**src/tron_defs.svh**
```systemverilog
`ifndef TRON_DEFS_SVH
`define TRON_DEFS_SVH

// visible raster in pixels
`define SCREEN_W 640
`define SCREEN_H 480

// bikes are solid squares of this edge
`define BIKE_SIZE 16

// two pixels per 16-bit word, so 320 words per line
`define FRAME_WORDS 153600

// color indices as stored in the frame buffer
`define COLOR_BG         4'd0
`define COLOR_BLUE_TRAIL 4'd1
`define COLOR_RED_TRAIL  4'd2
`define COLOR_BLUE_BIKE  4'd3
`define COLOR_RED_BIKE   4'd4
// indices 5 and 6 unused, palette shows them black
`define COLOR_BLOCKED    4'd7

`endif

```
**src/game_pkg.sv**
```systemverilog
`default_nettype none

package game_pkg;

	// which rider
	// blue is player 0, red is player 1
	typedef enum logic {
		PLAYER_BLUE = 1'b0,
		PLAYER_RED  = 1'b1
	} player_e;

	// heading of a bike
	// up means towards smaller y
	typedef enum logic [1:0] {
		DIR_UP    = 2'd0,
		DIR_DOWN  = 2'd1,
		DIR_LEFT  = 2'd2,
		DIR_RIGHT = 2'd3
	} dir_e;

endpackage

`default_nettype wire

```
**src/video_pkg.sv**
```systemverilog
`default_nettype none

`include "tron_defs.svh"

package video_pkg;

	// palette index, 16 colors max
	typedef logic [3:0] color_t;

	// one pixel per byte, upper nibble always zero
	typedef logic [7:0] pixel_t;

	// screen coordinate, wide enough for 0..639
	typedef logic [9:0] coord_t;

	// word address into the frame buffer
	typedef logic [17:0] frame_addr_t;

	// stored word, seen either whole or as two pixel bytes
	// pix[1] is the odd pixel, pix[0] the even one
	typedef union packed {
		logic [15:0]  raw;
		pixel_t [1:0] pix;
	} frame_word_u;

	// word address of a pixel, y*320 + x/2
	function automatic frame_addr_t frame_addr(input coord_t x, input coord_t y);
		frame_addr_t row_base;
		row_base = frame_addr_t'(y) * frame_addr_t'(`SCREEN_W / 2);
		return row_base + frame_addr_t'(x >> 1);
	endfunction

	// color index out of a pixel byte
	function automatic color_t pixel_color(input pixel_t p);
		return p[3:0];
	endfunction

	// pixel byte from a color index
	function automatic pixel_t make_pixel(input color_t c);
		return {4'h0, c};
	endfunction

endpackage

`default_nettype wire
```
**src/trail_writer.sv**
```systemverilog
`default_nettype none

`include "tron_defs.svh"

module trail_writer (
	input  logic                   Clk,
	input  logic                   rst_n,
	// paint strobe from the game logic
	input  logic                   paint,
	input  game_pkg::player_e      paint_player,
	input  video_pkg::coord_t      paint_x,
	input  video_pkg::coord_t      paint_y,
	// registered write into the frame buffer
	output logic                   wr_en,
	output video_pkg::frame_addr_t wr_addr,
	output logic [1:0]             wr_byte_en,
	output video_pkg::frame_word_u wr_data
);
	import video_pkg::*;
	import game_pkg::*;

	color_t trail_color;

	// each rider leaves its own trail color
	always_comb
	begin
		if (paint_player == PLAYER_RED)
			trail_color = `COLOR_RED_TRAIL;
		else
			trail_color = `COLOR_BLUE_TRAIL;
	end

	// write strobe, one cycle behind paint
	always_ff @(posedge Clk)
	begin
		if (!rst_n)
			wr_en <= 1'b0;
		else
			wr_en <= paint;
	end

	// address, lane and data
	// color goes to both lanes, byte enable picks the one by x parity
	always_ff @(posedge Clk)
	begin
		wr_addr    <= frame_addr(paint_x, paint_y);
		wr_byte_en <= paint_x[0] ? 2'b10 : 2'b01;
		wr_data.raw <= {make_pixel(trail_color), make_pixel(trail_color)};
	end

	// paint only ever lands on the visible raster
	assert property (@(posedge Clk) disable iff (!rst_n)
		paint |-> (paint_x < `SCREEN_W) && (paint_y < `SCREEN_H));

endmodule

`default_nettype wire

```
**config.mk**
```make
export PLATFORM = sky130hd
export DESIGN_NAME = trail_writer
export DESIGN_NICKNAME = d
export VERILOG_FILES = /design/src/game_pkg.sv /design/src/video_pkg.sv /design/src/trail_writer.sv
export VERILOG_INCLUDE_DIRS = /design/src
export SDC_FILE = /design/constraint.sdc
export NUM_CORES = 1
export LEC_CHECK = 0
export BUFFER_PORTS_ARGS = -buffer_cell sky130_fd_sc_hd__buf_4
export CAP_MARGIN = 10
export CORE_MARGIN = 2
export CORE_UTILIZATION = 30
export CTS_BUF_LIST = sky130_fd_sc_hd__clkbuf_8
export DETAILED_ROUTE_END_ITERATION = 8
export PLACE_DENSITY = 0.55
export SLEW_MARGIN = 10
export SYNTH_ARGS = -nofsm -noshare
export SYNTH_HDL_FRONTEND = slang
export SYNTH_SLANG_ARGS = --single-unit
```
**constraint.sdc**
```tcl
create_clock -name Clk -period 3.2 [get_ports Clk]
set_clock_uncertainty 0.2 [all_clocks]
set_input_delay 0.32 -clock Clk [delete_from_list [all_inputs] [get_ports Clk]]
set_output_delay 0.32 -clock Clk [all_outputs]
set_load 0.02 [all_outputs]
```
==> results by group <==
Die
  – Row cnt: 23
  – Initial core utilization: 30.9%
  – Core Region: 0.00397 mm2
  – Die area: 0.00462 mm2
  – Top-Level Pins: 61
  – Die height: 68.0 um
  – Chip width: 68.0 um

Synth
  – Post-Syn Area: 0.00123 mm2
  – Register area share after synthesis: 37.5%
  – Leading area contributor after synthesis: dfxtp_1
  – YS warnings: 0
  – Post-synthesis mux area share: 0%
  – Synthesized flop and latch total: 23
  – Simple-gate share of the synthesized area: 8.15%
  – Top post-synthesis cells by area: dfxtp_1, ha_1, buf_4
  – Synthesized area per cell: 10.3 um2
  – Largest family of logic cells by synthesized area: adder cells
  – Xor and xnor area share after synthesis: 11.4%
  – Mapped Cells: 119
  – Primary FF master, synth: dfxtp_1
  – Synth cell types: 25
  – Adder-cell share of the synthesized area: 22.6%
  – Async set-or-reset flop fraction in the synthesized netlist: 0%
  – Top-area cell type share of the netlist area: 37.5%
  – Count leader, synth: dfxtp_1
  – Commonest cells post-synth: dfxtp_1, ha_1, buf_4
  – Number of synthesized flops with an enable pin: 0
  – Complex-gate fraction of the synthesized area: 9.28%

Setup path
  – CP endpoint kind: flop
  – Slowest CP cell: fa_1
  – Most common cell on crit path: ha_1
  – Worst-path maximum fanout: 3
  – CP peak stage delay: 0.40 ns
  – Crit path kind: in -> reg
  – CP Data Arrival Time: 2.49 ns
  – Crit path from: paint_y[1]
  – Startpoint types: primary input
  – Required time worst endpoint: 3.19 ns
  – CP cell instances: buf_4, ha_1, ha_1, fa_1, a21o_2, a221oi_1, xnor2_1, nand2_1, nor2_1, xor2_1
  – Critical Path End: wr_addr[16]

Power
  – Comb power frac: 39.8%
  – Clock power frac: 19.4%
  – Maximum VDD drop: 0.165 mV
  – P_leak: 0.000870 uW
  – Switching portion of total power: 32.3%
  – Pwr dens: 496 mW/mm2
  – Sw Pwr: 275 uW
  – Fraction of power consumed by sequential logic: 40.8%
  – P_int: 576 uW

Final layout
  – Filler cells: 396
  – Post-route cell area: 0.00171 mm2
  – Share of cells above drive strength 1: 31.8%
  – N_diodes: 0
  – Final nets: 222
  – P&R area growth vs syn: 39.6%
  – Final Core Density: 43.1%

Detailed routing
  – DRT Pass-1 Iters: 2
  – DRT Wirelength: 2210 um
  – Routed Antenna Nets: 0
  – 1st-iter DRT viols: 9
  – DR vias/cell: 4.15
  – DR WL/cell: 9.76 um
  – Via Count: 937
  – DRC Markers: 0

STA
  – Min Tclk post-route: 2.50 ns
  – FMAX: 400 MHz
  – Unrepaired setup endpoints after global routing: false
  – Post-route setup TNS: 0 ns
  – Fin. max-slew vios: 0
  – Setup violators final: 0
  – Hold Vio Cnt, Final: 0
  – Period utilization: 78.1%

Placement
  – Placed cell area: 0.00159 mm2
  – DP HPWL: 1890 um
  – IO buf count: 48
  – Global placer's final weighted congestion: 0.721

Hold path
  – Worst Hold Class: in -> reg

Clock tree
  – Root Driver: clkbuf_8
  – CTS tree: done
  – H-tree depth: 1
  – TritonCTS buffer count: 3
  – Clock transition at path regs: 0.07 ns
  – Setup Buffers After CTS: 0
  – Post-CTS sizing: 0
  – Count of clock tree sinks: 23
  – CTS max path bufs: 2
  – Post-CTS Hold Buffers: 8

Global routing
  – Vias in the first global route: 886
  – Largest net degree at the start of global routing: 14
  – GRT overflow: 0
  – Initial antenna violation count: 0
  – Total GRT Usage: 10.0%
  – Global-route wire length before repair: 3530 um

Run
  – Max-cap violation count: 0

Outcome
  – Status: finished clean
cells by family (layout without fill, tap and decap cells):
kind of cell / Yosys count / after routing
AND/OR/NAND/NOR: 22 / 22
XOR/XNOR: 16 / 16
flip-flops: 23 / 23
adder cells (fa/ha/maj): 21 / 21
other: 1 / 12
buffers and inverters: 21 / 67
AO/OA/AOI/OAI: 15 / 15
worst max-delay path, delay by kind of cell:
| family | cells | cell delay, ns |
|---|---|---|
| adders and majority gates | 3 | 0.91 |
| AOI/OAI and AO/OA | 2 | 0.54 |
| xor gates and xnor gates | 2 | 0.37 |
| and+or+nand+nor | 2 | 0.23 |
| buffers and inverters | 1 | 0.12 |
worst min path at each step:
stage | start | endpoint | cells past startpoint
2_1_floorplan | paint_x[1] | wr_addr[0] | 0
3_3_place_gp | paint_x[6] | wr_addr[5] | 1
3_5_place_dp | paint_x[4] | wr_addr[3] | 1
4_1_cts | paint | wr_en | 2
5_1_grt | paint | wr_en | 2
6_report | paint | wr_en | 2
layer usage:
layer | vias to the layer above | wire (um) | global-route usage [%]
li1 | 485 | - | -
met1 | 402 | 903 | 10.3
met2 | 46 | 1040 | 18.7
met3 | 4 | 222 | 1.81
met4 | 0 | 39 | 6.00
met5 | - | 0 | 0
power groups by stage:
stage | Combinational (uW) | Clock [uW] | Sequential (uW)
after floorplan | 160 | 0 | 415
final | 338 | 165 | 347
after global placement | 331 | 0 | 353
after global routing | 375 | 185 | 352
after detailed placement | 334 | 0 | 354
after CTS | 344 | 174 | 347
placed cells by master, fill, tap and decap left out, types with 2 or more instances in the layout:
cell type       n
ha_1           19
a21o_1          2
dlygate4sd3_1   8
xnor2_1        11
fa_1            2
buf_4          48
xor2_1          5
o21ai_0         2
dfxtp_1        23
inv_1           7
and3_1          2
nand3_1         2
conb_1         12
nand2b_1        2
nor2_1         10
clkbuf_8        3
a21oi_1         4
nand2_1         4
layout make-up:
type	instances	area, um2	share of cell area, %
Clock inverter	1	5.00	0.292
Multi-Input combinational cell	86	677	39.5
Clock buffer	3	41.3	2.41
Tap cell	50	62.6	3.65
Sequential cell	23	460	26.9
Inverter	7	26.3	1.53
Timing Repair Buffer	56	440	25.7
per-stage QoR:
stage	worst slack, ns	std cells	power [uW]	hold slack [ns]
2_1_floorplan	0.667	130	575	0.148
3_3_place_gp	0.447	214	684	0.227
3_5_place_dp	0.421	214	689	0.226
4_1_cts	0.696	226	865	0.0781
5_1_grt	0.505	226	912	0.0799
6_report	0.701	226	850	0.0796
registers in the layout, summed over array words and instances, names as in the netlist:
signal	count
wr_addr	18
wr_byte_en	2
wr_data	2
wr_en	1
Power figures use the tool's default switching activity.
