## src/tron_defs.svh

```systemverilog
`ifndef TRON_DEFS_SVH
`define TRON_DEFS_SVH

// visible raster in pixels
`define SCREEN_W 640
`define SCREEN_H 480

// bikes are solid squares of this edge
`define BIKE_SIZE 16

// two pixels per 16-bit word, so 320 words per line
`define FRAME_WORDS 153600

// color indices as stored in the frame buffer
`define COLOR_BG         4'd0
`define COLOR_BLUE_TRAIL 4'd1
`define COLOR_RED_TRAIL  4'd2
`define COLOR_BLUE_BIKE  4'd3
`define COLOR_RED_BIKE   4'd4
// indices 5 and 6 unused, palette shows them black
`define COLOR_BLOCKED    4'd7

`endif

```

## src/video_pkg.sv

```systemverilog
`default_nettype none

`include "tron_defs.svh"

package video_pkg;

	// palette index, 16 colors max
	typedef logic [3:0] color_t;

	// one pixel per byte, upper nibble always zero
	typedef logic [7:0] pixel_t;

	// screen coordinate, wide enough for 0..639
	typedef logic [9:0] coord_t;

	// word address into the frame buffer
	typedef logic [17:0] frame_addr_t;

	// stored word, seen either whole or as two pixel bytes
	// pix[1] is the odd pixel, pix[0] the even one
	typedef union packed {
		logic [15:0]  raw;
		pixel_t [1:0] pix;
	} frame_word_u;

	// word address of a pixel, y*320 + x/2
	function automatic frame_addr_t frame_addr(input coord_t x, input coord_t y);
		frame_addr_t row_base;
		row_base = frame_addr_t'(y) * frame_addr_t'(`SCREEN_W / 2);
		return row_base + frame_addr_t'(x >> 1);
	endfunction

	// color index out of a pixel byte
	function automatic color_t pixel_color(input pixel_t p);
		return p[3:0];
	endfunction

	// pixel byte from a color index
	function automatic pixel_t make_pixel(input color_t c);
		return {4'h0, c};
	endfunction

endpackage

`default_nettype wire
```

## src/pixel_compositor.sv

```systemverilog
`default_nettype none

`include "tron_defs.svh"

module pixel_compositor (
	input  logic                   Clk,
	input  logic                   rst_n,
	// raster position being drawn
	input  video_pkg::coord_t      draw_x,
	input  video_pkg::coord_t      draw_y,
	// top-left corners of the bikes
	input  video_pkg::coord_t      blue_x,
	input  video_pkg::coord_t      blue_y,
	input  video_pkg::coord_t      red_x,
	input  video_pkg::coord_t      red_y,
	input  logic                   blocked_blue,
	input  logic                   blocked_red,
	// display read port of the frame buffer
	output video_pkg::frame_addr_t rd_addr,
	input  video_pkg::frame_word_u rd_data,
	output video_pkg::color_t      color_idx
);
	import video_pkg::*;

	logic   blue_hit;
	logic   red_hit;
	logic   par_q;
	logic   blue_hit_q;
	logic   red_hit_q;
	color_t trail_color;

	// inside [sx, sx+16) x [sy, sy+16)
	// unsigned difference also rejects points left of or above the square
	function automatic logic in_square(input coord_t px, input coord_t py,
		input coord_t sx, input coord_t sy);
		coord_t dx;
		coord_t dy;
		dx = px - sx;
		dy = py - sy;
		return (dx < `BIKE_SIZE) && (dy < `BIKE_SIZE);
	endfunction

	// stage 0
	// address straight from the raster, read comes back next cycle
	assign rd_addr  = frame_addr(draw_x, draw_y);
	assign blue_hit = in_square(draw_x, draw_y, blue_x, blue_y);
	assign red_hit  = in_square(draw_x, draw_y, red_x, red_y);

	// parity and hits wait for the read data
	always_ff @(posedge Clk)
	begin
		par_q      <= draw_x[0];
		blue_hit_q <= blue_hit;
		red_hit_q  <= red_hit;
	end

	// stage 1
	// even x in the low byte, odd x in the high byte
	assign trail_color = pixel_color(rd_data.pix[par_q]);

	// flash beats blue bike, blue beats red, red beats trail
	always_ff @(posedge Clk)
	begin
		if (!rst_n)
			color_idx <= `COLOR_BG;
		else if (blocked_blue || blocked_red)
			color_idx <= `COLOR_BLOCKED;
		else if (blue_hit_q)
			color_idx <= `COLOR_BLUE_BIKE;
		else if (red_hit_q)
			color_idx <= `COLOR_RED_BIKE;
		else
			color_idx <= trail_color;
	end

endmodule

`default_nettype wire

```

## config.mk

```make
export PLATFORM = sky130hd
export DESIGN_NAME = pixel_compositor
export DESIGN_NICKNAME = d
export VERILOG_FILES = /design/src/video_pkg.sv /design/src/pixel_compositor.sv
export VERILOG_INCLUDE_DIRS = /design/src
export SDC_FILE = /design/constraint.sdc
export NUM_CORES = 1
export LEC_CHECK = 0
export ABC_AREA = 1
export BUFFER_PORTS_ARGS = -buffer_cell sky130_fd_sc_hd__buf_2
export CAP_MARGIN = 20
export CORE_MARGIN = 4
export CORE_UTILIZATION = 40
export DETAILED_ROUTE_END_ITERATION = 8
export HOLD_SLACK_MARGIN = 0.08
export MAX_ROUTING_LAYER = met4
export PLACE_DENSITY = 0.75
export SETUP_SLACK_MARGIN = 0.05
export SYNTH_ARGS = -nofsm -noshare
export SYNTH_HDL_FRONTEND = slang
export SYNTH_SLANG_ARGS = --single-unit
```

## constraint.sdc

```tcl
create_clock -name Clk -period 3.2 [get_ports Clk]
set_input_delay 0.32 -clock Clk [delete_from_list [all_inputs] [get_ports Clk]]
set_output_delay 0.32 -clock Clk [all_outputs]
set_load 0.01 [all_outputs]
```

==> results.md <==
* Die Ht at 93.46 um
* Critical path's largest stage delay at 430 ps
* DRC at 0
* Average cell area after synthesis at 5.502 sq um
* Clk_skew at 0.4569 ps
* Antenna viol nets, final at 0
* Clk_lat worst skew at 220 ps
* # setup viols final at 0
* Ys async rst share at 0%
* Hold slack at 219.8 ps
* Total number of vias at 3353
* Largest net degree at the start of global routing at 6
* CTS Root Cell: clkbuf_8
* Arrival time worst endpoint at 2500 ps
* Reg2reg end: color_idx[3]
* CTS H-tree depth at 1
* Combinational power share at 74.7%
* Row count at 30
* Yosys reg bits at 7
* MaxCap Viol Count at 0
* Port bufs at 93
* Hold_buf cts at 0
* Mapped Cells at 531
* Largest delay contributor family on the critical path: adder cells
* Worst setup path class: in -> out
* Seq pwr share at 11.1%
* Slew @ Worst Pin at 425.5 ps
* Cell Int Power at 429.5 uW
* Setup TNS at 0 ps
* Final worst path period need at 2820 ps
* RSZ-0062 raised after global routing: false
* Placed instance count at 714
* Total clock buffers created by CTS at 3
* Crit-path max FO at 5
* Clock network fraction of total power at 14.2%
* # nets final at 756
* Final period util at 88.14%
* Type of the most critical hold path: in -> reg
* CTS tree: yes
* Achievable frequency at 0.3546 GHz
* Min-delay src: draw_x[0]
* Synth Flop Type: dfxtp_1
* Worst r2r src: par_q
* CP startpoint kind: input port
* Top-count cell post-synth: nand2_1
* Warnings, synthesis at 0
* Clock-pin slew on the worst setup and hold paths at 40 ps
* Overall routing resource usage at 17.67%
* Post-Layout Cell Count at 718
* NetSw at 408.0 uW
* Post-Place Setup Slack at 370.9 ps
* CP Capture Type: primary output
* Number of primary I/O pins at 102
* EDFF count, synth at 0
* Syn_nets at 664
* Yosys top cell area share at 22.23%
* Crit path from: draw_y[1]
* Final GP Congestion at 0.9229
* Proportion of layout cells with a drive suffix above 1 at 16.88%
* Setup bufs post-CTS at 0
* Die width at 93.46 um
* Dominant cell type by area after synthesis: nand2_1
* Max Buffers Root-to-Sink at 2
* Slowest CP cell: fa_1
* Mapped cell area at 2922 sq um
* WP buf/inv at 2
* Register area share after synthesis at 4.797%
* WL per Instance at 10.71 um
* Worst R2R Setup Slack at 2240 ps
* GRT overflow at 0
* Depth of the most critical reg-to-reg path at 3
* Vias/cell at 4.670
* Area growth, synth to finish at 20.04%
* Worst setup margin at 379.7 ps
* PwrDens at 238.8 nW/um^2
* Vias in the first global route at 3164
* CP required at 2880 ps
* CTS Sinks at 7
* Max rail drop VDD at 0.08140 mV
* CORE AREA at 6944 sq um
* Drt pass-1 iters at 4
* Area contributors post-synth: nand2_1 (22%), ha_1 (22%), inv_1 (14%), nor2_1 (7.3%), nand3_1 (5.0%)
* Synth cell types at 24
* Crit path cell chain: buf_2, ha_1, ha_1, fa_1, xor2_1, nand2_1, nor2_1, nand3b_1, nor2_2, xor2_1, buf_2
* Outcome: completed
* Net Sw Frac at 48.72%
* Final hold vios at 0
* Antenna violations before repair at 0
* Leak pwr at 2.240 nW
* First-pass GRT wire length at 12.76 mm
* Slew Limit Fails at 0
* Starting Density at 42.07%
* Dpl hpwl at 6.938 mm
* List of most frequent post-synthesis cells: nand2_1 (173), inv_1 (109), nor2_1 (57), ha_1 (51), nand3_1 (29)
* Hold path depth at 1
* Post-CTS sizing at 0
* Antenna diodes at 0
* Worst relative slew slack at 71.33%
* Hold EP: par_q
* DRT iter0 DRCs at 112
* Routed Wire Length at 7.692 mm
* Die ar. at 8735 sq um
-- flip-flops by register name, summed over array words and instances, names as in the netlist --
| register | flops |
|---|---|
| color_idx | 4 |
| blue_hit_q | 1 |
| par_q | 1 |
| red_hit_q | 1 |
-- power by group through the flow --
stage                     clock network [mW]  registers, mW  logic (mW)
final                                  0.119         0.0926       0.626
after global routing                   0.132         0.0930       0.719
after CTS                              0.125         0.0926       0.628
after detailed placement                   0         0.0940       0.626
after global placement                     0         0.0939       0.607
after floorplan                            0         0.0956       0.445
-- layout make-up --
cell class | instances | area, sq um
fillers | 729 | 3437
repair buffers | 93 | 465.4
multi-input cells | 409 | 2327
flip-flops and latches | 7 | 140.1
inverters | 109 | 409.1
well taps | 96 | 120.1
clock buffers | 4 | 45.04
-- cell usage in the layout (no fill, tap or decap), drive strengths merged --
cell	Yosys	final
nor2	60	60
clkbuf	0	4
a31oi	5	5
nor3	2	2
fa	2	2
or2	2	2
nand4	10	10
nand2	175	175
inv	109	109
buf	6	93
nand3b	3	3
a21oi	24	24
ha	51	51
o21ai	15	15
xor2	16	16
nand3	29	29
a21o	1	1
xnor2	5	5
o21bai	6	6
a2111oi	1	1
o211ai	2	2
dfxtp	7	7
-- through the flow --
step	util, %	total power [mW]	instance area [sq um]
6_report	50.50	0.8375	3507
5_1_grt	50.50	0.9442	3507
4_1_cts	50.50	0.8457	3507
3_5_place_dp	49.86	0.7201	3462
3_3_place_gp	49.86	0.7014	3462
2_1_floorplan	-	0.5410	2922
-- kinds of logic after synthesis --
| group | Yosys count | share of synthesized area, % |
|---|---|---|
| flip-flops | 7 | 4.796 |
| adder cells (fa/ha/maj) | 53 | 23.21 |
| buffers and inverters | 115 | 15.55 |
| XOR/XNOR | 21 | 6.809 |
| AO/OA/AOI/OAI | 54 | 10.36 |
| AND/OR/NAND/NOR | 281 | 39.27 |
-- worst max path at each step --
stage	slack, ps	endpoint	cells past startpoint
6_report	380	rd_addr[15]	11
5_1_grt	220	rd_addr[17]	13
4_1_cts	350	rd_addr[15]	11
3_5_place_dp	370	rd_addr[15]	11
3_3_place_gp	440	rd_addr[15]	11
2_1_floorplan	760	rd_addr[16]	12
-- routing by layer --
metal  global-route usage [%]  vias up  share of wire [%]  routed length, um
li1                         -     1836                  -                  -
met1                    21.14     1443                 46               3503
met2                    32.76       70                 50               3821
met3                   0.9654        4                4.3                327
met4                    3.297        0               0.51                 39
met5                        -        -                  0                  0
Note: power is estimated with default switching activity, not from simulation.
