## config.mk

```make
export PLATFORM = sky130hd
export DESIGN_NAME = collision_detect
export DESIGN_NICKNAME = d
export VERILOG_FILES = /design/src/game_pkg.sv /design/src/video_pkg.sv /design/src/collision_detect.sv
export VERILOG_INCLUDE_DIRS = /design/src
export SDC_FILE = /design/constraint.sdc
export NUM_CORES = 1
export LEC_CHECK = 0
export ABC_AREA = 1
export BUFFER_PORTS_ARGS = -buffer_cell sky130_fd_sc_hd__buf_4
export CORE_AREA = 5 5 89 91
export DETAILED_ROUTE_END_ITERATION = 8
export DIE_AREA = 0 0 94 96
export GPL_ROUTABILITY_DRIVEN = 0
export PLACE_DENSITY = 0.77
export SLEW_MARGIN = 25
export SYNTH_ARGS = -nofsm -noshare
export SYNTH_HDL_FRONTEND = slang
export SYNTH_SLANG_ARGS = --single-unit
```

## constraint.sdc

```tcl
create_clock -name Clk -period 7 [get_ports Clk]
set_clock_uncertainty 0.2 [all_clocks]
set_input_delay 0.7 -clock Clk [delete_from_list [all_inputs] [get_ports Clk]]
set_output_delay 0.7 -clock Clk [all_outputs]
set_load 0.05 [all_outputs]
```

## src/tron_defs.svh

```systemverilog
`ifndef TRON_DEFS_SVH
`define TRON_DEFS_SVH

// visible raster in pixels
`define SCREEN_W 640
`define SCREEN_H 480

// bikes are solid squares of this edge
`define BIKE_SIZE 16

// two pixels per 16-bit word, so 320 words per line
`define FRAME_WORDS 153600

// color indices as stored in the frame buffer
`define COLOR_BG         4'd0
`define COLOR_BLUE_TRAIL 4'd1
`define COLOR_RED_TRAIL  4'd2
`define COLOR_BLUE_BIKE  4'd3
`define COLOR_RED_BIKE   4'd4
// indices 5 and 6 unused, palette shows them black
`define COLOR_BLOCKED    4'd7

`endif

```

## src/game_pkg.sv

```systemverilog
`default_nettype none

package game_pkg;

	// which rider
	// blue is player 0, red is player 1
	typedef enum logic {
		PLAYER_BLUE = 1'b0,
		PLAYER_RED  = 1'b1
	} player_e;

	// heading of a bike
	// up means towards smaller y
	typedef enum logic [1:0] {
		DIR_UP    = 2'd0,
		DIR_DOWN  = 2'd1,
		DIR_LEFT  = 2'd2,
		DIR_RIGHT = 2'd3
	} dir_e;

endpackage

`default_nettype wire

```

## src/video_pkg.sv

```systemverilog
`default_nettype none

`include "tron_defs.svh"

package video_pkg;

	// palette index, 16 colors max
	typedef logic [3:0] color_t;

	// one pixel per byte, upper nibble always zero
	typedef logic [7:0] pixel_t;

	// screen coordinate, wide enough for 0..639
	typedef logic [9:0] coord_t;

	// word address into the frame buffer
	typedef logic [17:0] frame_addr_t;

	// stored word, seen either whole or as two pixel bytes
	// pix[1] is the odd pixel, pix[0] the even one
	typedef union packed {
		logic [15:0]  raw;
		pixel_t [1:0] pix;
	} frame_word_u;

	// word address of a pixel, y*320 + x/2
	function automatic frame_addr_t frame_addr(input coord_t x, input coord_t y);
		frame_addr_t row_base;
		row_base = frame_addr_t'(y) * frame_addr_t'(`SCREEN_W / 2);
		return row_base + frame_addr_t'(x >> 1);
	endfunction

	// color index out of a pixel byte
	function automatic color_t pixel_color(input pixel_t p);
		return p[3:0];
	endfunction

	// pixel byte from a color index
	function automatic pixel_t make_pixel(input color_t c);
		return {4'h0, c};
	endfunction

endpackage

`default_nettype wire
```

## src/collision_detect.sv

```systemverilog
`default_nettype none

`include "tron_defs.svh"

module collision_detect (
	input  logic                   Clk,
	input  logic                   rst_n,
	// once per frame
	input  logic                   frame_tick,
	input  video_pkg::coord_t      blue_x,
	input  video_pkg::coord_t      blue_y,
	input  video_pkg::coord_t      red_x,
	input  video_pkg::coord_t      red_y,
	input  game_pkg::dir_e         blue_dir,
	input  game_pkg::dir_e         red_dir,
	// probe read port of the frame buffer
	output video_pkg::frame_addr_t probe_addr,
	input  video_pkg::frame_word_u probe_data,
	output logic                   blocked_blue,
	output logic                   blocked_red,
	output logic                   collide_valid
);
	import video_pkg::*;
	import game_pkg::*;

	// sequencer states
	localparam logic [1:0] S_IDLE = 2'd0;
	localparam logic [1:0] S_BLUE = 2'd1;
	localparam logic [1:0] S_RED  = 2'd2;

	logic [1:0] state;
	coord_t     blue_nx;
	coord_t     blue_ny;
	coord_t     red_nx;
	coord_t     red_ny;
	coord_t     cur_nx;
	coord_t     cur_ny;
	logic       cur_off;
	logic       lane_q;
	logic       off_q;
	logic       blue_q;
	logic       red_q;
	logic       nose_hit;

	// pixel just ahead of the square, centred on the leading edge
	function automatic coord_t nose_x(input coord_t x, input dir_e d);
		case (d)
			DIR_LEFT:  return x - 10'd1;
			DIR_RIGHT: return x + 10'(`BIKE_SIZE);
			default:   return x + 10'(`BIKE_SIZE / 2);
		endcase
	endfunction

	function automatic coord_t nose_y(input coord_t y, input dir_e d);
		case (d)
			DIR_UP:   return y - 10'd1;
			DIR_DOWN: return y + 10'(`BIKE_SIZE);
			default:  return y + 10'(`BIKE_SIZE / 2);
		endcase
	endfunction

	assign blue_nx = nose_x(blue_x, blue_dir);
	assign blue_ny = nose_y(blue_y, blue_dir);
	assign red_nx  = nose_x(red_x, red_dir);
	assign red_ny  = nose_y(red_y, red_dir);

	// red nose only while in S_RED, blue otherwise
	assign cur_nx = (state == S_RED) ? red_nx : blue_nx;
	assign cur_ny = (state == S_RED) ? red_ny : blue_ny;

	// 0 - 1 wraps to 1023, so this catches both edges
	assign cur_off = (cur_nx >= `SCREEN_W) || (cur_ny >= `SCREEN_H);

	// off-screen nose is decided without a read, park the address
	assign probe_addr = cur_off ? '0 : frame_addr(cur_nx, cur_ny);

	// lane and off-screen flag follow the address by one cycle,
	// lining up with the registered probe data
	always_ff @(posedge Clk)
	begin
		lane_q <= cur_nx[0];
		off_q  <= cur_off;
	end

	// anything but background in front of the nose blocks
	assign nose_hit = off_q || (pixel_color(probe_data.pix[lane_q]) != `COLOR_BG);

	always_ff @(posedge Clk)
	begin
		if (!rst_n)
		begin
			state         <= S_IDLE;
			collide_valid <= 1'b0;
			blue_q        <= 1'b0;
			red_q         <= 1'b0;
		end
		else
		begin
			// result strobe follows the red address cycle
			collide_valid <= (state == S_RED);
			case (state)
				S_IDLE:
				begin
					if (frame_tick)
						state <= S_BLUE;
				end
				S_BLUE:
					state <= S_RED;
				default:
					state <= S_IDLE;
			endcase
			// blue word is back while red address goes out
			if ((state == S_RED) && nose_hit)
				blue_q <= 1'b1;
			// red word is back in the strobe cycle
			if (collide_valid && nose_hit)
				red_q <= 1'b1;
		end
	end

	// sticky until reset
	assign blocked_blue = blue_q;
	// red shows in the strobe cycle, latched one edge later
	assign blocked_red = red_q || (collide_valid && nose_hit);

	// a new tick only once the sequencer is back in idle
	assert property (@(posedge Clk) disable iff (!rst_n)
		frame_tick |-> (state == S_IDLE));

endmodule

`default_nettype wire

```

==> flow_summary.yaml <==
run_status:
  status: "complete, no violations"
clock_network:
  cts_made_buffers: 3
  htreeDepth: 1
  cts_hold_buf: 0
  clock_path_buffers: 2
  cts_tree: "yes"
  post_cts_buffers: 0
  clkSinkCount: 7
  ctsResizeCount: 0
  path_clk_slew_ns: 0.04
  clk-insertion-delay-late_ns: 0.23
  root_buffer: "clkbuf_8"
floorplan:
  num_rows: 31
  die_h_um: 96
  start_util: 0.526
  coreArea_sq_mm: 0.00706
  ios: 84
  die_x_um: 94
  dieArea_sq_mm: 0.00902
power_and_ir_drop:
  powerDensity_mw_per_mm2: 143
  ir_worst_vdd_v: 0.0000833
  p_leak_nw: 2.34
logic_synthesis:
  synth_common_cells: "nand2_1, inv_1, nand3_1"
  synth_seq_cells: 7
  syn-num-nets: 806
  synth_top_area_share: 0.196
  synth_mux_area_frac: 0
  synth_cell_type_count: 35
  yosys_warnings: 0
  synth-main-ff-cell: "dfxtp_1"
  synth_area_per_cell_sq_um: 5.32
  synth_compound_gate_area_share: 0.147
  yosysSeqAreaShare: 0.0378
  synth-edff-count: 0
  yosys.cell_count.top_type: "nand2_1"
  synth_area_leaders: "nand2_1, ha_1, nand3_1, inv_1, nor2_1"
  synth_top_family_by_area: "simple AND/OR/NAND/NOR gates"
  synthArstFlopShare: 0
  yosys.area.top_type: "nand2_1"
  yosys.area_share.simple: 0.481
  synthAdderAreaFrac: 0.156
  synth_xor_area_frac: 0.0283
  syn_area_sq_mm: 0.00371
  syn_inst: 698
detailed_routing:
  ant_nets: 0
  drt_wl_total_um: 10600
  viasPerCell: 5.32
  wire_per_inst_um: 12.3
  drt_iter0_markers: 225
  drc_errors: 0
  firstDrtPassIters: 5
  vias: 4582
global_route:
  use_met3: 0.0219
  grt_pass1_wl_um: 17900
  grt-ovfl-total: 0
  grt_start_max_net_pins: 20
  grt_use_met1: 0.313
  grt_usage: 0.239
  top_usage_layer: "met2"
  antenna_found_initial: 0
  grtUsageMet2: 0.420
  grt_pass1_vias: 4126
worst_setup_path:
  crit_fanout: 19
  end_kind: "output pin"
  cp.arrival_ns: 4.32
  path_class: "flip-flop to output pin"
  cp.required_ns: 6.10
  start_kind: "flip-flop"
cells_and_area:
  final_nets: 871
  drive_gt1_frac: 0.152
  area_growth_pct: 16.5
  n_antenna_cell: 0
sta:
  slew_headroom: 0.513
  tns_ns: 0
  fin_crit_ns: 5.22
  worstMarginPinSlew_ns: 0.728
  hold_viol: 0
  timing.final.crit_share: 0.745
  setup_violations: 0
  fmax_mhz: 192
  hold_slack_ns: 0.239
  rsz0062_at_grt: "no"
  maxSlewViolCount: 0
place:
  numPortBuffers: 75
  place_hpwl_um: 8690
hold_path:
  hold_class: "flip-flop to flip-flop"
flow_run:
  maxCapViolations: 0
routing by layer:
| layer | routed length, um | share of wire | vias up |
|---|---|---|---|
| met3 | 740 | 0.070 | 16 |
| li1 | - | - | 2390 |
| met5 | 0 | 0 | - |
| met2 | 4860 | 0.46 | 170 |
| met4 | 181 | 0.017 | 0 |
| met1 | 4840 | 0.46 | 2006 |
worst paths after layout:
| path | start | to | slack (ns) | cells after the start |
|---|---|---|---|---|
| worst min register to register | state[1]$_SDFFE_PN0P_ | state[1]$_SDFFE_PN0P_ | 0.24 | 1 |
| worst max-delay path | state[1]$_SDFFE_PN0P_ | probe_addr[15] | 1.78 | 19 |
| worst max register to register | state[1]$_SDFFE_PN0P_ | off_q$_DFF_P_ | 4.40 | 11 |
| worst min-delay path | state[1]$_SDFFE_PN0P_ | state[1]$_SDFFE_PN0P_ | 0.24 | 1 |
power by group:
part / leakage (nW) / internal, mW / switching (mW)
clock: 0.0228 / 0.0395 / 0.0182
sequential: 0.0576 / 0.0429 / 0.00111
combinational: 2.26 / 0.178 / 0.341
total: 2.34 / 0.260 / 0.360
placed cells by master (no fill, tap or decap):
cell type  count
a21o_1         1
a21oi_1       40
a31oi_1        5
a32o_1         2
buf_4         76
clkbuf_1       1
clkbuf_8       3
clkinv_2       1
dfxtp_1        7
fa_1           2
ha_1          43
inv_1        106
inv_2          6
inv_4          1
nand2_1      194
nand2_2        2
nand3_1       89
nand3_4        1
nand3b_1       2
nand4_1       13
nor2_1        66
nor2_2        20
nor3_1         9
nor3_2         2
nor3_4         1
nor3b_4        1
o211ai_1       5
o21ai_0       43
o21ai_1        5
o21bai_1       1
or2_2          2
xnor2_1        5
xor2_1         7
critical path: stages (launching register included):
cell and delay, ns:
dfxtp_1 0.33, inv_1 0.07, nor2_2 0.52, inv_2 0.35, a21oi_1 0.19, o21ai_0 0.11
nand2_1 0.18, ha_1 0.26, ha_1 0.24, fa_1 0.58, nand2_1 0.10, inv_1 0.06
nand4_1 0.10, a21oi_1 0.18, nand2_1 0.11, nor2_1 0.15, nand2_1 0.08, xor2_1 0.15
nor2_2 0.10, buf_4 0.21
layout make-up:
class / count / area [sq um]
multi-input combinational: 561 / 3010
fill: 739 / 2740
timing repair buffer: 76 / 571
inverter: 114 / 432
sequential: 7 / 140
tap: 99 / 124
clock buffer: 4 / 45.0
cell families after synthesis:
family,Yosys count
simple gates,402
xor+xnor,12
fa+ha+maj,45
buf+inv,130
compound gates,102
flops,7
registers in the layout (all words and copies together) (netlist names):
register and cells:
state 2, blocked_blue 1, collide_valid 1, lane_q 1
off_q 1, red_q 1
through the flow:
step	area, sq um	power (mW)	util	setup WS, ns	instances
after floorplan	3710	0.430	-	2.13	698
after global placement	4280	0.549	0.606	2.01	857
after detailed placement	4280	0.560	0.606	1.94	857
after CTS	4320	0.620	0.613	1.80	861
after global routing	4320	0.685	0.613	1.39	861
final	4320	0.620	0.613	1.78	861
No activity file was read; power rests on OpenSTA's default activity.
