### config.mk
export PLATFORM = sky130hd
export DESIGN_NAME = color_palette
export DESIGN_NICKNAME = d
export VERILOG_FILES = /design/src/video_pkg.sv /design/src/color_palette.sv
export VERILOG_INCLUDE_DIRS = /design/src
export SDC_FILE = /design/constraint.sdc
export NUM_CORES = 1
export LEC_CHECK = 0
export BUFFER_PORTS_ARGS = -buffer_cell sky130_fd_sc_hd__buf_4
export CORE_AREA = 2 2 39 41
export CTS_CLUSTER_DIAMETER = 50
export DETAILED_ROUTE_END_ITERATION = 8
export DIE_AREA = 0 0 41 43
export PLACE_DENSITY_LB_ADDON = 0.25
export SKIP_LAST_GASP = 1
export SYNTH_ARGS = -nofsm -noshare
export SYNTH_HDL_FRONTEND = slang
export SYNTH_SLANG_ARGS = --single-unit
export TNS_END_PERCENT = 1
### constraint.sdc
create_clock -name Clk -period 0.8 [get_ports Clk]
set_input_delay 0.12 -clock Clk [delete_from_list [all_inputs] [get_ports Clk]]
set_output_delay 0.12 -clock Clk [all_outputs]
set_load 0.01 [all_outputs]
### src/tron_defs.svh
`ifndef TRON_DEFS_SVH
`define TRON_DEFS_SVH

// visible raster in pixels
`define SCREEN_W 640
`define SCREEN_H 480

// bikes are solid squares of this edge
`define BIKE_SIZE 16

// two pixels per 16-bit word, so 320 words per line
`define FRAME_WORDS 153600

// color indices as stored in the frame buffer
`define COLOR_BG         4'd0
`define COLOR_BLUE_TRAIL 4'd1
`define COLOR_RED_TRAIL  4'd2
`define COLOR_BLUE_BIKE  4'd3
`define COLOR_RED_BIKE   4'd4
// indices 5 and 6 unused, palette shows them black
`define COLOR_BLOCKED    4'd7

`endif

### src/video_pkg.sv
`default_nettype none

`include "tron_defs.svh"

package video_pkg;

	// palette index, 16 colors max
	typedef logic [3:0] color_t;

	// one pixel per byte, upper nibble always zero
	typedef logic [7:0] pixel_t;

	// screen coordinate, wide enough for 0..639
	typedef logic [9:0] coord_t;

	// word address into the frame buffer
	typedef logic [17:0] frame_addr_t;

	// stored word, seen either whole or as two pixel bytes
	// pix[1] is the odd pixel, pix[0] the even one
	typedef union packed {
		logic [15:0]  raw;
		pixel_t [1:0] pix;
	} frame_word_u;

	// word address of a pixel, y*320 + x/2
	function automatic frame_addr_t frame_addr(input coord_t x, input coord_t y);
		frame_addr_t row_base;
		row_base = frame_addr_t'(y) * frame_addr_t'(`SCREEN_W / 2);
		return row_base + frame_addr_t'(x >> 1);
	endfunction

	// color index out of a pixel byte
	function automatic color_t pixel_color(input pixel_t p);
		return p[3:0];
	endfunction

	// pixel byte from a color index
	function automatic pixel_t make_pixel(input color_t c);
		return {4'h0, c};
	endfunction

endpackage

`default_nettype wire
### src/color_palette.sv
`default_nettype none

`include "tron_defs.svh"

module color_palette (
	input  logic              Clk,
	input  logic              rst_n,
	input  video_pkg::color_t color_idx,
	output logic [7:0]        vga_r,
	output logic [7:0]        vga_g,
	output logic [7:0]        vga_b
);

	// packed as r, g, b
	logic [23:0] rgb;

	// fixed table
	always_comb
	begin
		case (color_idx)
			`COLOR_BG:         rgb = 24'h000000;
			`COLOR_BLUE_TRAIL: rgb = 24'h0000ff;
			`COLOR_RED_TRAIL:  rgb = 24'hff0000;
			// bikes are the pale versions of their trails
			`COLOR_BLUE_BIKE:  rgb = 24'h8080ff;
			`COLOR_RED_BIKE:   rgb = 24'hff8080;
			// full white flash
			`COLOR_BLOCKED:    rgb = 24'hffffff;
			default:           rgb = 24'h000000;
		endcase
	end

	// output register, black out of reset
	always_ff @(posedge Clk)
	begin
		if (!rst_n)
		begin
			vga_r <= 8'd0;
			vga_g <= 8'd0;
			vga_b <= 8'd0;
		end
		else
		begin
			vga_r <= rgb[23:16];
			vga_g <= rgb[15:8];
			vga_b <= rgb[7:0];
		end
	end

endmodule

`default_nettype wire

==> impl_metrics.tcl, run 1 <==
set metrics [dict create \
    power.leakage_nw 0.2614 \
    worstHoldPathCells 2 \
    rsz0062_at_grt "yes" \
    p_seq_share_pct 42.7 \
    syn_inst 40 \
    fin_nets 63 \
    path_class "reg2out" \
    avgSynthCellArea_sq_um 8.696 \
    antennaDiodeCount 0 \
    switching_power_w 0.0001813 \
    finalSetupViolations 21 \
    cts_tree "built" \
    die_x_um 41 \
    num_rows 14 \
    path_delay_family "flip-flops" \
    ys_seq_area_share_pct 34.53 \
    synth_nets 46 \
    period_share_pct 107.7 \
    worstSetupEndpoint "vga_g[2]" \
    final_hold_viol_count 0 \
    drive_gt1_share_pct 69.09 \
    worstPathCellList "buf_4" \
    switching_share_pct 24.51 \
    cp_slowest_stage_delay_ps 350 \
    busiest_layer "met4" \
    critPathArrivalTime_ps 740 \
    nFillCells 152 \
    crit_cells 1 \
    core_sq_um 1384 \
    layout_min_cycle_time_ps 861.6 \
    min_from "color_idx[0]" \
    synth_cell_types 13 \
    outcome "finished, violations left" \
    area_growth_syn_to_layout_pct 41.37 \
    setup_slack_ps -61.62 \
    power_w 0.0007397 \
    num_vias 280 \
    path_buf_inv 1 \
    vias_per_cell 3.944 \
    maxSlewViolCount 0 \
    initial_core_util_pct 25.14 \
    hp-class "in2reg" \
    overflow 0 \
    clock-sinks 6 \
    die_h_um 43 \
    antenna_found_initial 0 \
    fmax_mhz 1161 \
    irDropWorstVdd_mv 0.4788 \
    synth_top_area_share_pct 38.85 \
    crit_fanout 7 \
    met1_usage_pct 9.416 \
    worst_setup_path_start_kind "flip-flop" \
    port_buffers 29 \
    synth_area_sq_um 347.8 \
    gp_congestion 0.7321 \
    crit_path_start "vga_g[6]" \
    die_area_sq_um 1763 \
    wire_per_inst_um 8.887 \
    htreeDepth 1 \
    grt_usage_pct 8.560 \
    clk_pin_slew_ps 40 \
    cts_buffers 3 \
    powerDensity_nw_per_um2 1504 \
    grt_max_degree 8 \
    postCtsHoldBufs 0 \
    final_core_util_pct 35.53 \
    yosysTopAreaCell "buf_4" \
    cts-root-buf "clkbuf_4" \
    ant_nets 0 \
    ys_warn_count 0 \
    grt_pass1_vias 216 \
    met2_usage_pct 10.00 \
    io_pins 30 \
    clockPowerShare_pct 37.4 \
    final_common_cell "buf_4" \
    cap_violations 0 \
    violations "setup timing" \
    routed_wl_um 631 \
    grt_pass1_wl_um 910 \
    drt_pass1_iterations 4 \
    post-cts-setup-buffer-count 0 \
    clockBufferDepth 2 \
    p_int_w 0.0005583 \
    relSlewSlack_pct 87.18 \
    drtIter0Drc 5 \
    tightest_slew_ps 192.3 \
    drc_errors 0 \
    crit_path_end_kind "output pin" \
    ys_ff_latch 6 \
    synth_area_leaders "buf_4, dfxtp_1, a21oi_1, nand2b_1, and4b_2" \
    worst_path_max_delay_cell "dfxtp_4" \
    combPwrFrac_pct 19.9 \
    required_ps 680 \
    groute.layer.met3.usage_pct 3.141 \
]
[layer usage]
layer	up-vias	share of wire, %	wire length, um
met5	-	0	0
met1	117	38	238
met4	0	1.4	9
met3	2	12	78
li1	142	-	-
met2	19	48	304
[power groups by stage]
stage	sequential [W]	clock, W	combinational (W)
2_1_floorplan	0.000332	0	0.0000861
3_3_place_gp	0.000327	0	0.000147
3_5_place_dp	0.000328	0	0.000148
4_1_cts	0.000316	0.000287	0.000149
5_1_grt	0.000317	0.000308	0.000161
6_report	0.000316	0.000277	0.000147
[area by class of cell]
class | count | area (sq um) | share of cell area (%)
Clock buffer | 3 | 22.52 | 4.580
Sequential cell | 6 | 131.4 | 26.72
Multi-Input combinational cell | 15 | 88.84 | 18.07
Timing Repair Buffer | 30 | 225.2 | 45.80
Tap cell | 16 | 20.02 | 4.071
Inverter | 1 | 3.754 | 0.7634
[flip-flops by register name, indices dropped and copies added (netlist names)]
name   cells
vga_g      2
vga_b      2
vga_r      2
[cells by family (layout without fill, tap and decap cells)]
family	Yosys count	in the layout	share of synthesized area [%]
flip-flops	6	6	34.53
XOR/XNOR	1	1	2.518
AO/OA/AOI/OAI	5	5	7.912
buffers and inverters	19	34	39.93
AND/OR/NAND/NOR	9	9	15.10
[what timing repair did]
action	CTS	global route
resized for setup	6	0
setup endpoints to repair	23	24
cloned	0	0
[Yosys cell counts]
cell      number
nand2_1        3
dfxtp_1        6
nand2b_1       2
nor2_1         1
nor3_1         1
and4b_2        1
a21oi_1        3
inv_1          1
buf_4         18
or2_4          1
xor2_1         1
o21ai_0        1
a211oi_1       1
[through the flow]
| step | setup WS, ps | instances | instance area (sq um) | setup TNS [ps] | hold slack [ps] |
|---|---|---|---|---|---|
| after floorplan | 83.23 | 40 | 347.8 | 0 | 215.6 |
| after global placement | -55.16 | 68 | 457.9 | -118.3 | 361.4 |
| after detailed placement | -68.26 | 68 | 457.9 | -188.1 | 363.5 |
| after CTS | -68.55 | 71 | 491.7 | -1410 | 93.97 |
| after global routing | -97.76 | 71 | 491.7 | -1857 | 111.8 |
| final | -61.62 | 71 | 491.7 | -1200 | 104.0 |
[worst min-delay path by stage]
stage	end
final	vga_r[6]
after global routing	vga_r[6]
after CTS	vga_r[6]
after detailed placement	vga_r[6]
after global placement	vga_r[6]
after floorplan	vga_r[6]
(Power assumes the default switching activity.)
==> inputs of run 2 (changes only) <==
--- a/config.mk
+++ b/config.mk
@@ -12,7 +12,6 @@
 export DETAILED_ROUTE_END_ITERATION = 8
 export DIE_AREA = 0 0 41 43
 export PLACE_DENSITY_LB_ADDON = 0.25
-export SKIP_LAST_GASP = 1
 export SYNTH_ARGS = -nofsm -noshare
 export SYNTH_HDL_FRONTEND = slang
 export SYNTH_SLANG_ARGS = --single-unit
==> run 2 against run 1 <==
- non-clock buffer count unchanged
- cell area is 2.8% higher
- via count fell by 0.36%
- critical endpoint is now vga_g[1]
- the flow still finishes with violations (setup timing)
- clock power hardly changed
==> impl_metrics.tcl, run 2 (synthesized netlist as in run 1, its figures left out) <==
set metrics [dict create \
    fin_nets 63 \
    cap_violations 0 \
    overflow 0 \
    ant_nets 0 \
    powerDensity_nw_per_um2 1475 \
    cts_buffers 3 \
    initial_core_util_pct 25.14 \
    relSlewSlack_pct 87.18 \
    min_to "vga_r[6]" \
    required_ps 680 \
    rsz0062_at_grt "yes" \
    fmax_mhz 1160 \
    path_buf_inv 1 \
    grt_pass1_vias 216 \
    postCtsHoldBufs 0 \
    layout_min_cycle_time_ps 862.4 \
    crit_fanout 7 \
    antennaDiodeCount 0 \
    antenna_found_initial 0 \
    power_w 0.0007454 \
    design_area_sq_um 505.5 \
    final_common_cell "buf_4" \
    grt_usage_pct 8.560 \
    clockBufferDepth 2 \
    num_rows 14 \
    combPwrFrac_pct 20.3 \
    tightest_slew_ps 192.3 \
    clk_pin_slew_ps 40 \
    finalSetupViolations 21 \
    die_h_um 43 \
    wire_per_inst_um 8.986 \
    clockPowerShare_pct 37.1 \
    outcome "finished, violations left" \
    gp_congestion 0.7321 \
    drtIter0Drc 5 \
    vias_per_cell 3.930 \
    area_growth_syn_to_layout_pct 45.32 \
    core_sq_um 1384 \
    cts_tree "built" \
    num_vias 279 \
    die_x_um 41 \
    met1_usage_pct 9.416 \
    met2_usage_pct 10.00 \
    stdcell_count 71 \
    switching_share_pct 24.48 \
    final_core_util_pct 36.53 \
    power.leakage_nw 0.2647 \
    worstPathCellList "buf_4" \
    port_buffers 29 \
    place_area_sq_um 457.9 \
    violations "setup timing" \
    busiest_layer "met4" \
    min_from "color_idx[0]" \
    htreeDepth 1 \
    path_delay_family "flip-flops" \
    critPathArrivalTime_ps 740 \
    drive_gt1_share_pct 72.73 \
    maxSlewViolCount 0 \
    fin_tns_setup_ps -1205 \
    final_hold_viol_count 0 \
    switching_power_w 0.0001825 \
    crit_cells 1 \
    p_int_w 0.0005629 \
    clock-sinks 6 \
    routed_wl_um 638 \
    grt_max_degree 8 \
    drc_errors 0 \
    cts-root-buf "clkbuf_4" \
    cp_slowest_stage_delay_ps 360 \
    worstHoldPathCells 2 \
    io_pins 30 \
    largestRegisters "vga_b (2), vga_g (2), vga_r (2)" \
    worst_path_max_delay_cell "dfxtp_4" \
    p_seq_share_pct 42.6 \
    hp-class "in2reg" \
    die_area_sq_um 1763 \
    irDropWorstVdd_mv 0.4795 \
    dp_cells 68 \
    period_share_pct 107.8 \
    crit_path_end_kind "output pin" \
    worst_setup_path_start_kind "flip-flop" \
    path_class "reg2out" \
    drt_pass1_iterations 4 \
    grt_pass1_wl_um 910 \
    groute.layer.met3.usage_pct 3.141 \
    setup_slack_ps -62.42 \
]
[run 2: cell counts in the layout (fill, tap and decap cells not counted)]
No cell type changed its count.
[run 2: repair_timing]
item                       4_1_cts  5_1_grt
gates resized for setup          7        4
cloned                           0        0
setup buffers                    0        0
setup endpoints to repair       23       24
[run 2: power by group through the flow]
stage          Combinational (W)  Sequential, W  Clock, W
2_1_floorplan          0.0000861       0.000332         0
3_3_place_gp            0.000147       0.000327         0
3_5_place_dp            0.000148       0.000328         0
4_1_cts                 0.000150       0.000317  0.000287
5_1_grt                 0.000165       0.000319  0.000308
6_report                0.000151       0.000318  0.000277
[run 2: per-layer routing]
metal / vias to the layer above / share of wire (%)
met3: 2 / 12
met4: 0 / 1.4
met1: 116 / 38
li1: 142 / -
met5: - / 0
met2: 19 / 48
[run 2: how the worst max path moves through the flow]
stage,start,endpoint
after floorplan,vga_b[6],vga_b[1]
after global placement,color_idx[1],vga_r[7]
after detailed placement,color_idx[1],vga_r[7]
after CTS,vga_r[6],vga_r[6]
after global routing,vga_g[6],vga_g[4]
final,vga_g[6],vga_g[1]
[run 2: stage by stage]
step                worst slack, ps  hold WS, ps
finish                       -62.42        104.0
global route                 -98.17        111.8
CTS                          -68.55        93.97
detailed placement           -68.26        363.5
global placement             -55.16        361.4
floorplan                     83.23        215.6
[run 2: cell type report]
| cell class | count | area, sq um |
|---|---|---|
| Clock buffer | 3 | 22.52 |
| Fill cell | 150 | 878.3 |
| Multi-Input combinational cell | 15 | 88.84 |
| Inverter | 1 | 3.754 |
| Tap cell | 16 | 20.02 |
| Timing Repair Buffer | 30 | 236.5 |
| Sequential cell | 6 | 133.9 |
